File: config.mk
export PLATFORM = sky130hd
export DESIGN_NAME = dzTx
export DESIGN_NICKNAME = d
export VERILOG_FILES = /design/src/hdl/dzPkg.sv /design/src/hdl/dzCsr.sv /design/src/hdl/dzScan.sv /design/src/hdl/dzTdr.sv /design/src/hdl/dzTx.sv /design/src/hdl/dzUartTx.sv
export SDC_FILE = /design/constraint.sdc
export NUM_CORES = 1
export LEC_CHECK = 0
export BUFFER_PORTS_ARGS = -buffer_cell sky130_fd_sc_hd__buf_2
export CORE_MARGIN = 5
export CORE_UTILIZATION = 59
export CTS_BUF_LIST = sky130_fd_sc_hd__clkbuf_4
export DETAILED_ROUTE_END_ITERATION = 8
export GPL_ROUTABILITY_DRIVEN = 0
export PLACE_DENSITY = 0.79
export SLEW_MARGIN = 10
export SYNTH_ARGS = -nofsm -noshare
export SYNTH_HDL_FRONTEND = slang
export SYNTH_SLANG_ARGS = --single-unit
File: constraint.sdc
create_clock -name clk -period 2.6 [get_ports clk]
set_clock_uncertainty 0.05 [all_clocks]
set_input_delay 0.13 -clock clk [delete_from_list [all_inputs] [get_ports clk]]
set_output_delay 0.13 -clock clk [all_outputs]
set_load 0.02 [all_outputs]
File: src/hdl/dzPkg.sv
/*
 * Shared constants and types for the DZ11-style transmit multiplexer.
 * Holds line count, serial bit timing, APB register offsets, the
 * vector typedefs and the transmitter state enum. Imported by the RTL.
 */

package dzPkg;

   ////////////////////////////////////////
   // Line and bit timing
   ////////////////////////////////////////

   // Serial lines served by the multiplexer
   localparam int numLines   = 8;

   // Clocks per serial bit, fixed baud
   localparam int clksPerBit = 4;

   // Width of the bit-time counter
   localparam int bitCntW    = $clog2(clksPerBit);

   ////////////////////////////////////////
   // Register map
   ////////////////////////////////////////

   // Byte offsets on the APB side
   localparam logic [3:0] csrAddr = 4'd0;
   localparam logic [3:0] tcrAddr = 4'd2;
   localparam logic [3:0] tdrAddr = 4'd6;

   // Master scan enable position in CSR
   localparam int csrMseBit = 5;

   ////////////////////////////////////////
   // Types
   ////////////////////////////////////////

   typedef logic [3:0]  apbAddrT;   // APB byte address
   typedef logic [15:0] regDataT;   // Register and bus data
   typedef logic [7:0]  uartDataT;  // One character
   typedef logic [2:0]  lineSelT;   // Line number
   typedef logic [7:0]  lineMaskT;  // One bit per line

   // Transmitter frame states
   typedef enum logic [1:0] {
      txIdle,
      txStart,
      txData,
      txStop
   } txStateT;

endpackage

File: src/hdl/dzCsr.sv
/*
 * APB register block for the transmit multiplexer.
 * Holds CSR MSE and the TCR line enables with byte-lane writes,
 * muxes read data with TRDY and TLINE live from the scanner, and
 * issues a one-cycle TDR write strobe with the captured byte.
 */

`timescale 1ns/100ps

module dzCsr import dzPkg::*; (
      input  logic       clk,          // Clock
      input  logic       rstN,         // Async reset, active low
      input  logic       psel,         // APB select
      input  logic       penable,      // APB access phase
      input  logic       pwrite,       // APB write
      input  apbAddrT    paddr,        // APB byte address
      input  regDataT    pwdata,       // APB write data
      input  logic [1:0] pstrb,        // APB byte strobes
      input  logic       trdy,         // Scanner found a ready line
      input  lineSelT    tLine,        // Scanner line number
      output regDataT    prdata,       // APB read data
      output logic       tdrWrite,     // TDR low-byte write strobe
      output uartDataT   tdrData,      // TDR byte
      output logic       mse,          // Master scan enable
      output lineMaskT   lineEnable    // TCR line enables
   );

   ////////////////////////////////////////
   // Access decode
   ////////////////////////////////////////

   logic wrAccess;
   logic loLane;
   logic csrWrLo;
   logic tcrWrLo;
   logic tdrWrLo;

   // Writes land on the edge ending the access cycle
   assign wrAccess = psel & penable & pwrite;

   // Only the low lane carries writable bits here
   assign loLane   = pstrb[0];

   assign csrWrLo  = wrAccess & loLane & (paddr == csrAddr);
   assign tcrWrLo  = wrAccess & loLane & (paddr == tcrAddr);
   assign tdrWrLo  = wrAccess & loLane & (paddr == tdrAddr);

   ////////////////////////////////////////
   // Control registers
   ////////////////////////////////////////

   always_ff @(posedge clk or negedge rstN)
   begin
      if (!rstN)
      begin
         mse        <= 1'b0;
         lineEnable <= '0;
         tdrWrite   <= 1'b0;
      end
      else
      begin
         // CSR MSE sits in the low byte
         if (csrWrLo)
            mse <= pwdata[csrMseBit];
         // TCR enables
         if (tcrWrLo)
            lineEnable <= pwdata[7:0];
         // Strobe valid in the cycle after the access
         tdrWrite <= tdrWrLo;
      end
   end

   // Byte for the transmitters
   always_ff @(posedge clk)
   begin
      if (tdrWrLo)
         tdrData <= pwdata[7:0];
   end

   ////////////////////////////////////////
   // Read mux
   ////////////////////////////////////////

   always_comb
   begin
      prdata = '0;
      if (psel && !pwrite)
      begin
         case (paddr)
            // TRDY, TLINE, MSE; everything else zero
            csrAddr: prdata = {trdy, 4'b0000, tLine, 2'b00, mse, 5'b00000};
            tcrAddr: prdata = {8'h00, lineEnable};
            // TDR is write-only
            default: prdata = '0;
         endcase
      end
   end

endmodule

File: src/hdl/dzScan.sv
/*
 * Round-robin transmit line scanner.
 * With MSE set it steps one line per clock until it finds a line
 * that is enabled and empty, then raises TRDY and holds TLINE until
 * that line goes busy or loses its enable or MSE.
 */

`timescale 1ns/100ps

module dzScan import dzPkg::*; (
      input  logic     clk,          // Clock
      input  logic     rstN,         // Async reset, active low
      input  logic     mse,          // Master scan enable
      input  lineMaskT lineEnable,   // TCR line enables
      input  lineMaskT txEmpty,      // Per-line transmitter empty
      output logic     trdy,         // Line ready for a byte
      output lineSelT  tLine         // Line under the pointer
   );

   ////////////////////////////////////////
   // Line qualify
   ////////////////////////////////////////

   logic lineOk;

   // Current pointer names a usable line
   assign lineOk = mse & lineEnable[tLine] & txEmpty[tLine];

   ////////////////////////////////////////
   // Pointer and TRDY
   ////////////////////////////////////////

   always_ff @(posedge clk or negedge rstN)
   begin
      if (!rstN)
      begin
         trdy  <= 1'b0;
         tLine <= '0;
      end
      else if (trdy)
      begin
         // Hold until the line is taken or disqualified
         if (!lineOk)
         begin
            trdy  <= 1'b0;
            tLine <= tLine + 1'b1;
         end
      end
      else if (mse)
      begin
         if (lineOk)
            trdy <= 1'b1;
         else
            tLine <= tLine + 1'b1;
      end
   end

   // Scanner idles in place with MSE clear
   // Wraps from line 7 back to line 0 by width

endmodule

File: src/hdl/dzTdr.sv
/*
 * Transmit data register decode.
 * Turns a TDR low-byte write strobe into a one-hot load for the
 * line named by TLINE; the byte passes straight to every UART.
 */

`timescale 1ns/100ps

module dzTdr import dzPkg::*; (
      input  logic     tdrWrite,   // TDR low-byte write strobe
      input  lineSelT  tLine,      // Line selected by the scanner
      input  uartDataT tdrData,    // Byte written to TDR
      output lineMaskT txLoad,     // One-hot UART load
      output uartDataT txData      // Byte to the UARTs
   );

   ////////////////////////////////////////
   // Load decode
   ////////////////////////////////////////

   // Zero unless a write is in progress
   always_comb
   begin
      txLoad = '0;
      if (tdrWrite)
      begin
         case (tLine)
            3'd0: txLoad = 8'b0000_0001;
            3'd1: txLoad = 8'b0000_0010;
            3'd2: txLoad = 8'b0000_0100;
            3'd3: txLoad = 8'b0000_1000;
            3'd4: txLoad = 8'b0001_0000;
            3'd5: txLoad = 8'b0010_0000;
            3'd6: txLoad = 8'b0100_0000;
            3'd7: txLoad = 8'b1000_0000;
            default: txLoad = '0;
         endcase
      end
   end

   ////////////////////////////////////////
   // Data path
   ////////////////////////////////////////

   // Same byte to all lines; only the loaded one takes it
   assign txData = tdrData;

endmodule

File: src/hdl/dzTx.sv
/*
 * Top level of the eight-line transmit multiplexer.
 * APB slave register block, TDR decode, line scanner and one 8N1
 * transmitter per line. No wait states; PSLVERR is never raised.
 */

`timescale 1ns/100ps

module dzTx import dzPkg::*; (
      input  logic       clk,        // Clock
      input  logic       rstN,       // Async reset, active low
      input  logic       psel,       // APB select
      input  logic       penable,    // APB access phase
      input  logic       pwrite,     // APB write
      input  apbAddrT    paddr,      // APB byte address
      input  regDataT    pwdata,     // APB write data
      input  logic [1:0] pstrb,      // APB byte strobes
      output regDataT    prdata,     // APB read data
      output logic       pready,     // Always ready
      output logic       pslverr,    // Never an error
      output lineMaskT   txd         // Serial outputs
   );

   logic     tdrWrite;
   uartDataT tdrData;
   logic     mse;
   lineMaskT lineEnable;
   logic     trdy;
   lineSelT  tLine;
   lineMaskT txLoad;
   uartDataT txData;
   lineMaskT txEmpty;

   // Zero wait states, no slave errors
   assign pready  = 1'b1;
   assign pslverr = 1'b0;

   ////////////////////////////////////////
   // Register block
   ////////////////////////////////////////

   dzCsr u_dzCsr (
      .clk        (clk),
      .rstN       (rstN),
      .psel       (psel),
      .penable    (penable),
      .pwrite     (pwrite),
      .paddr      (paddr),
      .pwdata     (pwdata),
      .pstrb      (pstrb),
      .trdy       (trdy),
      .tLine      (tLine),
      .prdata     (prdata),
      .tdrWrite   (tdrWrite),
      .tdrData    (tdrData),
      .mse        (mse),
      .lineEnable (lineEnable)
   );

   // TDR write to one-hot load
   dzTdr u_dzTdr (
      .tdrWrite (tdrWrite),
      .tLine    (tLine),
      .tdrData  (tdrData),
      .txLoad   (txLoad),
      .txData   (txData)
   );

   // Finds the next enabled empty line
   dzScan u_dzScan (
      .clk        (clk),
      .rstN       (rstN),
      .mse        (mse),
      .lineEnable (lineEnable),
      .txEmpty    (txEmpty),
      .trdy       (trdy),
      .tLine      (tLine)
   );

   ////////////////////////////////////////
   // Per-line transmitters
   ////////////////////////////////////////

   for (genvar line = 0; line < numLines; line++)
   begin : gLine
      dzUartTx u_dzUartTx (
         .clk     (clk),
         .rstN    (rstN),
         .load    (txLoad[line]),
         .data    (txData),
         .txd     (txd[line]),
         .txEmpty (txEmpty[line])
      );
   end

endmodule

File: src/hdl/dzUartTx.sv
/*
 * Single-line 8N1 serial transmitter.
 * A load while idle starts a frame on the next edge: start bit,
 * eight data bits LSB first, one stop bit. Loads while busy are
 * dropped. txEmpty is high only when idle.
 */

`timescale 1ns/100ps

module dzUartTx import dzPkg::*; (
      input  logic     clk,       // Clock
      input  logic     rstN,      // Async reset, active low
      input  logic     load,      // Load strobe from TDR decode
      input  uartDataT data,      // Byte to send
      output logic     txd,       // Serial output, idles high
      output logic     txEmpty    // Transmitter idle
   );

   txStateT              state;
   logic [bitCntW-1:0]   bitCnt;
   logic [2:0]           bitIdx;
   uartDataT             shiftReg;
   logic                 bitEnd;
   logic                 start;

   // Last clock of the current bit
   assign bitEnd = (bitCnt == bitCntW'(clksPerBit - 1));

   // Loads while busy are ignored
   assign start  = (state == txIdle) & load;

   ////////////////////////////////////////
   // Frame FSM
   ////////////////////////////////////////

   always_ff @(posedge clk or negedge rstN)
   begin
      if (!rstN)
      begin
         state  <= txIdle;
         bitCnt <= '0;
         bitIdx <= '0;
      end
      else
      begin
         // Bit timer runs outside idle
         if (state == txIdle || bitEnd)
            bitCnt <= '0;
         else
            bitCnt <= bitCnt + 1'b1;

         case (state)
            txIdle:
               if (start)
                  state <= txStart;
            txStart:
               if (bitEnd)
               begin
                  state  <= txData;
                  bitIdx <= '0;
               end
            txData:
               if (bitEnd)
               begin
                  // Eighth bit done
                  if (bitIdx == 3'd7)
                     state <= txStop;
                  bitIdx <= bitIdx + 1'b1;
               end
            txStop:
               if (bitEnd)
                  state <= txIdle;
            default:
               state <= txIdle;
         endcase
      end
   end

   // Shifter, LSB goes out first
   always_ff @(posedge clk)
   begin
      if (start)
         shiftReg <= data;
      else if (state == txData && bitEnd)
         shiftReg <= {1'b1, shiftReg[7:1]};
   end

   ////////////////////////////////////////
   // Outputs
   ////////////////////////////////////////

   always_comb
   begin
      case (state)
         txStart: txd = 1'b0;
         txData:  txd = shiftReg[0];
         default: txd = 1'b1;
      endcase
   end

   assign txEmpty = (state == txIdle);

endmodule

==> impl_metrics.env <==
export IMPL_crit_family="multiplexers"
export IMPL_cp_slowest_cell="mux4_2"
export IMPL_pre_cts_slack_ns=0.3379
export IMPL_setup_ws_ns=0.2931
export IMPL_cp_max_fo=5
export IMPL_async_flop_share_pct=49.30
export IMPL_finalSetupTns_ns=0
export IMPL_worst_path_buf_inv=1
export IMPL_startpoint_type="register"
export IMPL_die_area_sq_um=14840
export IMPL_cts_tree="yes"
export IMPL_criticalPathCategory="register to register"
export IMPL_ys_seq_elements=142
export IMPL_synth_cells=603
export IMPL_cts_setup_buffers=0
export IMPL_relSlewSlack_pct=41.03
export IMPL_setup_worst_path_start="gLine[3].u_dzUartTx.state[0]$_DFFE_PN0P_"
export IMPL_yosysTopAreaCell="edfxtp_1"
export IMPL_post_drt_wl_per_cell_microns=16.94
export IMPL_ant_nets=0
export IMPL_endpoint_kind="register"
export IMPL_core_sq_um=12110
export IMPL_ir_drop_uv=591.7
export IMPL_clkTransAtPathRegs_ns=0.12
export IMPL_initial_core_util_pct=60.92
export IMPL_crit_path_max_incr_delay_ns=0.50
export IMPL_synth_edf_count=72
export IMPL_fmax_ghz=0.4335
export IMPL_vias=4674
export IMPL_slew_viol_final=0
export IMPL_design_area_sq_um=8092
export IMPL_wl_microns=14110
export IMPL_cts_sinks=142
export IMPL_power_density_nw_per_um2=910.8
export IMPL_hpwl_microns=10180
export IMPL_num_antenna_cells=0
export IMPL_hold_class="input pin to asynchronous set/reset pin"
export IMPL_final_cell_mix="74 x mux2_2, 72 x edfxtp_1, 70 x ha_1, 70 x dfrtp_1, 47 x nand2_1"
export IMPL_final_common_cell="mux2_2"
export IMPL_antenna_found_initial=0
export IMPL_numCtsBuffers=17
export IMPL_grt_pass1_wl_microns=22830
export IMPL_detail_route_first_pass_iterations=5
export IMPL_via_per_inst=5.611
export IMPL_drc=0
export IMPL_p_total_w=0.007370
export IMPL_clockBufferDepth=2
export IMPL_syn_to_final_growth_pct=9.666
export IMPL_synthTopCellsByArea="edfxtp_1 29%, dfrtp_1 24%, ha_1 12%"
export IMPL_port_buffers=37
export IMPL_crit_required_ns=3.01
export IMPL_fin_crit_ns=2.307
export IMPL_rows=40
export IMPL_fin_hold_ws_ns=0.08635
export IMPL_synth_top_area_share_pct=29.30
export IMPL_finalCritPeriodShare_pct=88.73
export IMPL_die_h_microns=121.8
export IMPL_avgSynthCellArea_sq_um=12.24
export IMPL_grt_pass1_vias=4606
export IMPL_cp_arrival_ns=2.72
export IMPL_dieWidth_microns=121.8
export IMPL_n_fill_cell=904
export IMPL_grt_max_degree=45
export IMPL_clk_latency_ns=0.56
export IMPL_drt_initial_drc_count=216
export IMPL_setup_violations=0
export IMPL_synth_warnings=0
export IMPL_drv_cap=0
export IMPL_crit_path_cell_trace="inv_1, ha_1, and2_1, mux4_2, mux2i_2, mux2i_2, mux2_4"
export IMPL_h_tree_depth=4
export IMPL_grt_use_total_pct=19.99
export IMPL_netlist_area_sq_um=7378
export IMPL_worst_slew_pin_slew_ns=0.8813
export IMPL_leakage_nw=3.506
export IMPL_layout_drive_gt1_share_pct=23.76
export IMPL_globalRouteOverflowTotal=0
export IMPL_rsz0062_at_grt="no"
export IMPL_status="finished, final reports clean"
export IMPL_root_buffer="clkbuf_4"
export IMPL_io_pins=53
export IMPL_ys_seq_area_share_pct=53.04
export IMPL_synth_flop_cell="edfxtp_1"
export IMPL_crit_top_cell="mux2i_2"
export IMPL_r2r_start="gLine[3].u_dzUartTx.state[0]$_DFFE_PN0P_"
export IMPL_dpl_cell_area_sq_um=7656
export IMPL_finalHoldViolCount=0
export IMPL_num_nets_final=749
export IMPL_synth_cell_types=38
worst register-to-register path: stages, from the launching register on:
cell     delay [ns]
dfrtp_1        0.40
inv_1          0.11
ha_1           0.28
and2_1         0.23
mux4_2         0.50
mux2i_2        0.22
mux2i_2        0.13
mux2_4         0.31
through the flow:
step                util [%]  cells
floorplan                  -    607
global placement       63.21    786
detailed placement     63.21    786
CTS                    66.81    833
global route           66.81    833
finish                 66.81    833
layout make-up:
type	count	area, sq um	share of cell area [%]
multi-input cells	392	3143	38.84
inverters	43	161.4	1.995
clock buffers	18	135.1	1.670
clock inverters	14	150.1	1.856
flip-flops and latches	142	3914	48.37
repair buffers	56	377.9	4.670
well taps	168	210.2	2.598
layer usage:
layer	vias up	GRT usage (%)	part of all wire [%]	wire length, microns
met2	94	32.73	49	6940
met5	-	0	0	0
li1	2242	-	-	-
met3	15	5.617	5.1	717
met1	2323	26.27	44	6276
met4	0	5.602	1.3	179
worst paths after layout:
| kind | endpoint | slack, ns | cells past startpoint |
|---|---|---|---|
| worst max-delay path | u_dzScan.tLine[1]$_DFFE_PN0P_ | 0.29 | 7 |
| worst min-delay path | gLine[7].u_dzUartTx.bitIdx[2]$_DFFE_PN0P_ | 0.09 | 2 |
| worst max register to register | u_dzScan.tLine[1]$_DFFE_PN0P_ | 0.29 | 7 |
| worst min register to register | gLine[5].u_dzUartTx.bitCnt[0]$_DFF_PN0_ | 0.40 | 1 |
| max in group asynchronous | gLine[0].u_dzUartTx.bitIdx[2]$_DFFE_PN0P_ | 1.73 | 3 |
| min in group clk | u_dzCsr.mse$_DFFE_PN0P_ | 0.24 | 5 |
sequential cells by signal, summed over array words and instances (netlist names):
signal and flops:
gLine.u_dzUartTx.shiftReg 64, gLine.u_dzUartTx.bitIdx 24, gLine.u_dzUartTx.bitCnt 16, gLine.u_dzUartTx.state 16, u_dzCsr.lineEnable 8, u_dzCsr.tdrData 8, u_dzScan.tLine 3, u_dzCsr.mse 1
u_dzCsr.tdrWrite 1, u_dzScan.trdy 1
power by group:
part / internal, W / switching (W)
clock: 0.000658 / 0.000787
combinational: 0.00113 / 0.00166
sequential: 0.00282 / 0.000314
total: 0.00461 / 0.00276
synthesized netlist by cell type (2+ instances only):
master and instances:
conb_1 2, inv_1 42, nor4_1 4, and2_2 2
edfxtp_1 72, mux2_2 74, nand2_1 47, a21oi_1 8
dfrtp_1 70, nor3b_1 9, nand4b_1 2, ha_1 70
o21ai_0 43, nor3_1 13, nand4_1 6, a21o_1 2
mux2i_1 11, and2_1 8, nand3_1 26, mux2i_2 2
a22o_1 20, buf_4 14, nor2b_1 3, or2_2 8
nor2_1 18, clkbuf_1 15
timing repair:
| action | 4_1_cts | 5_1_grt |
|---|---|---|
| endpoints found under the hold margin | 44 | 0 |
| hold buffers | 15 | 0 |
| resized for setup | 0 | 0 |
logic make-up after synthesis:
group | after synthesis | share of synthesized area (%)
AOI/OAI and AO/OA | 75 | 6.258
xor gates and xnor gates | 1 | 0.1187
adders and majority gates | 70 | 11.87
buffers and inverters | 73 | 4.561
DFF | 142 | 53.04
muxes | 89 | 13.67
other | 2 | 0.1018
and+or+nand+nor | 151 | 10.38
Power figures use the tool's default switching activity.
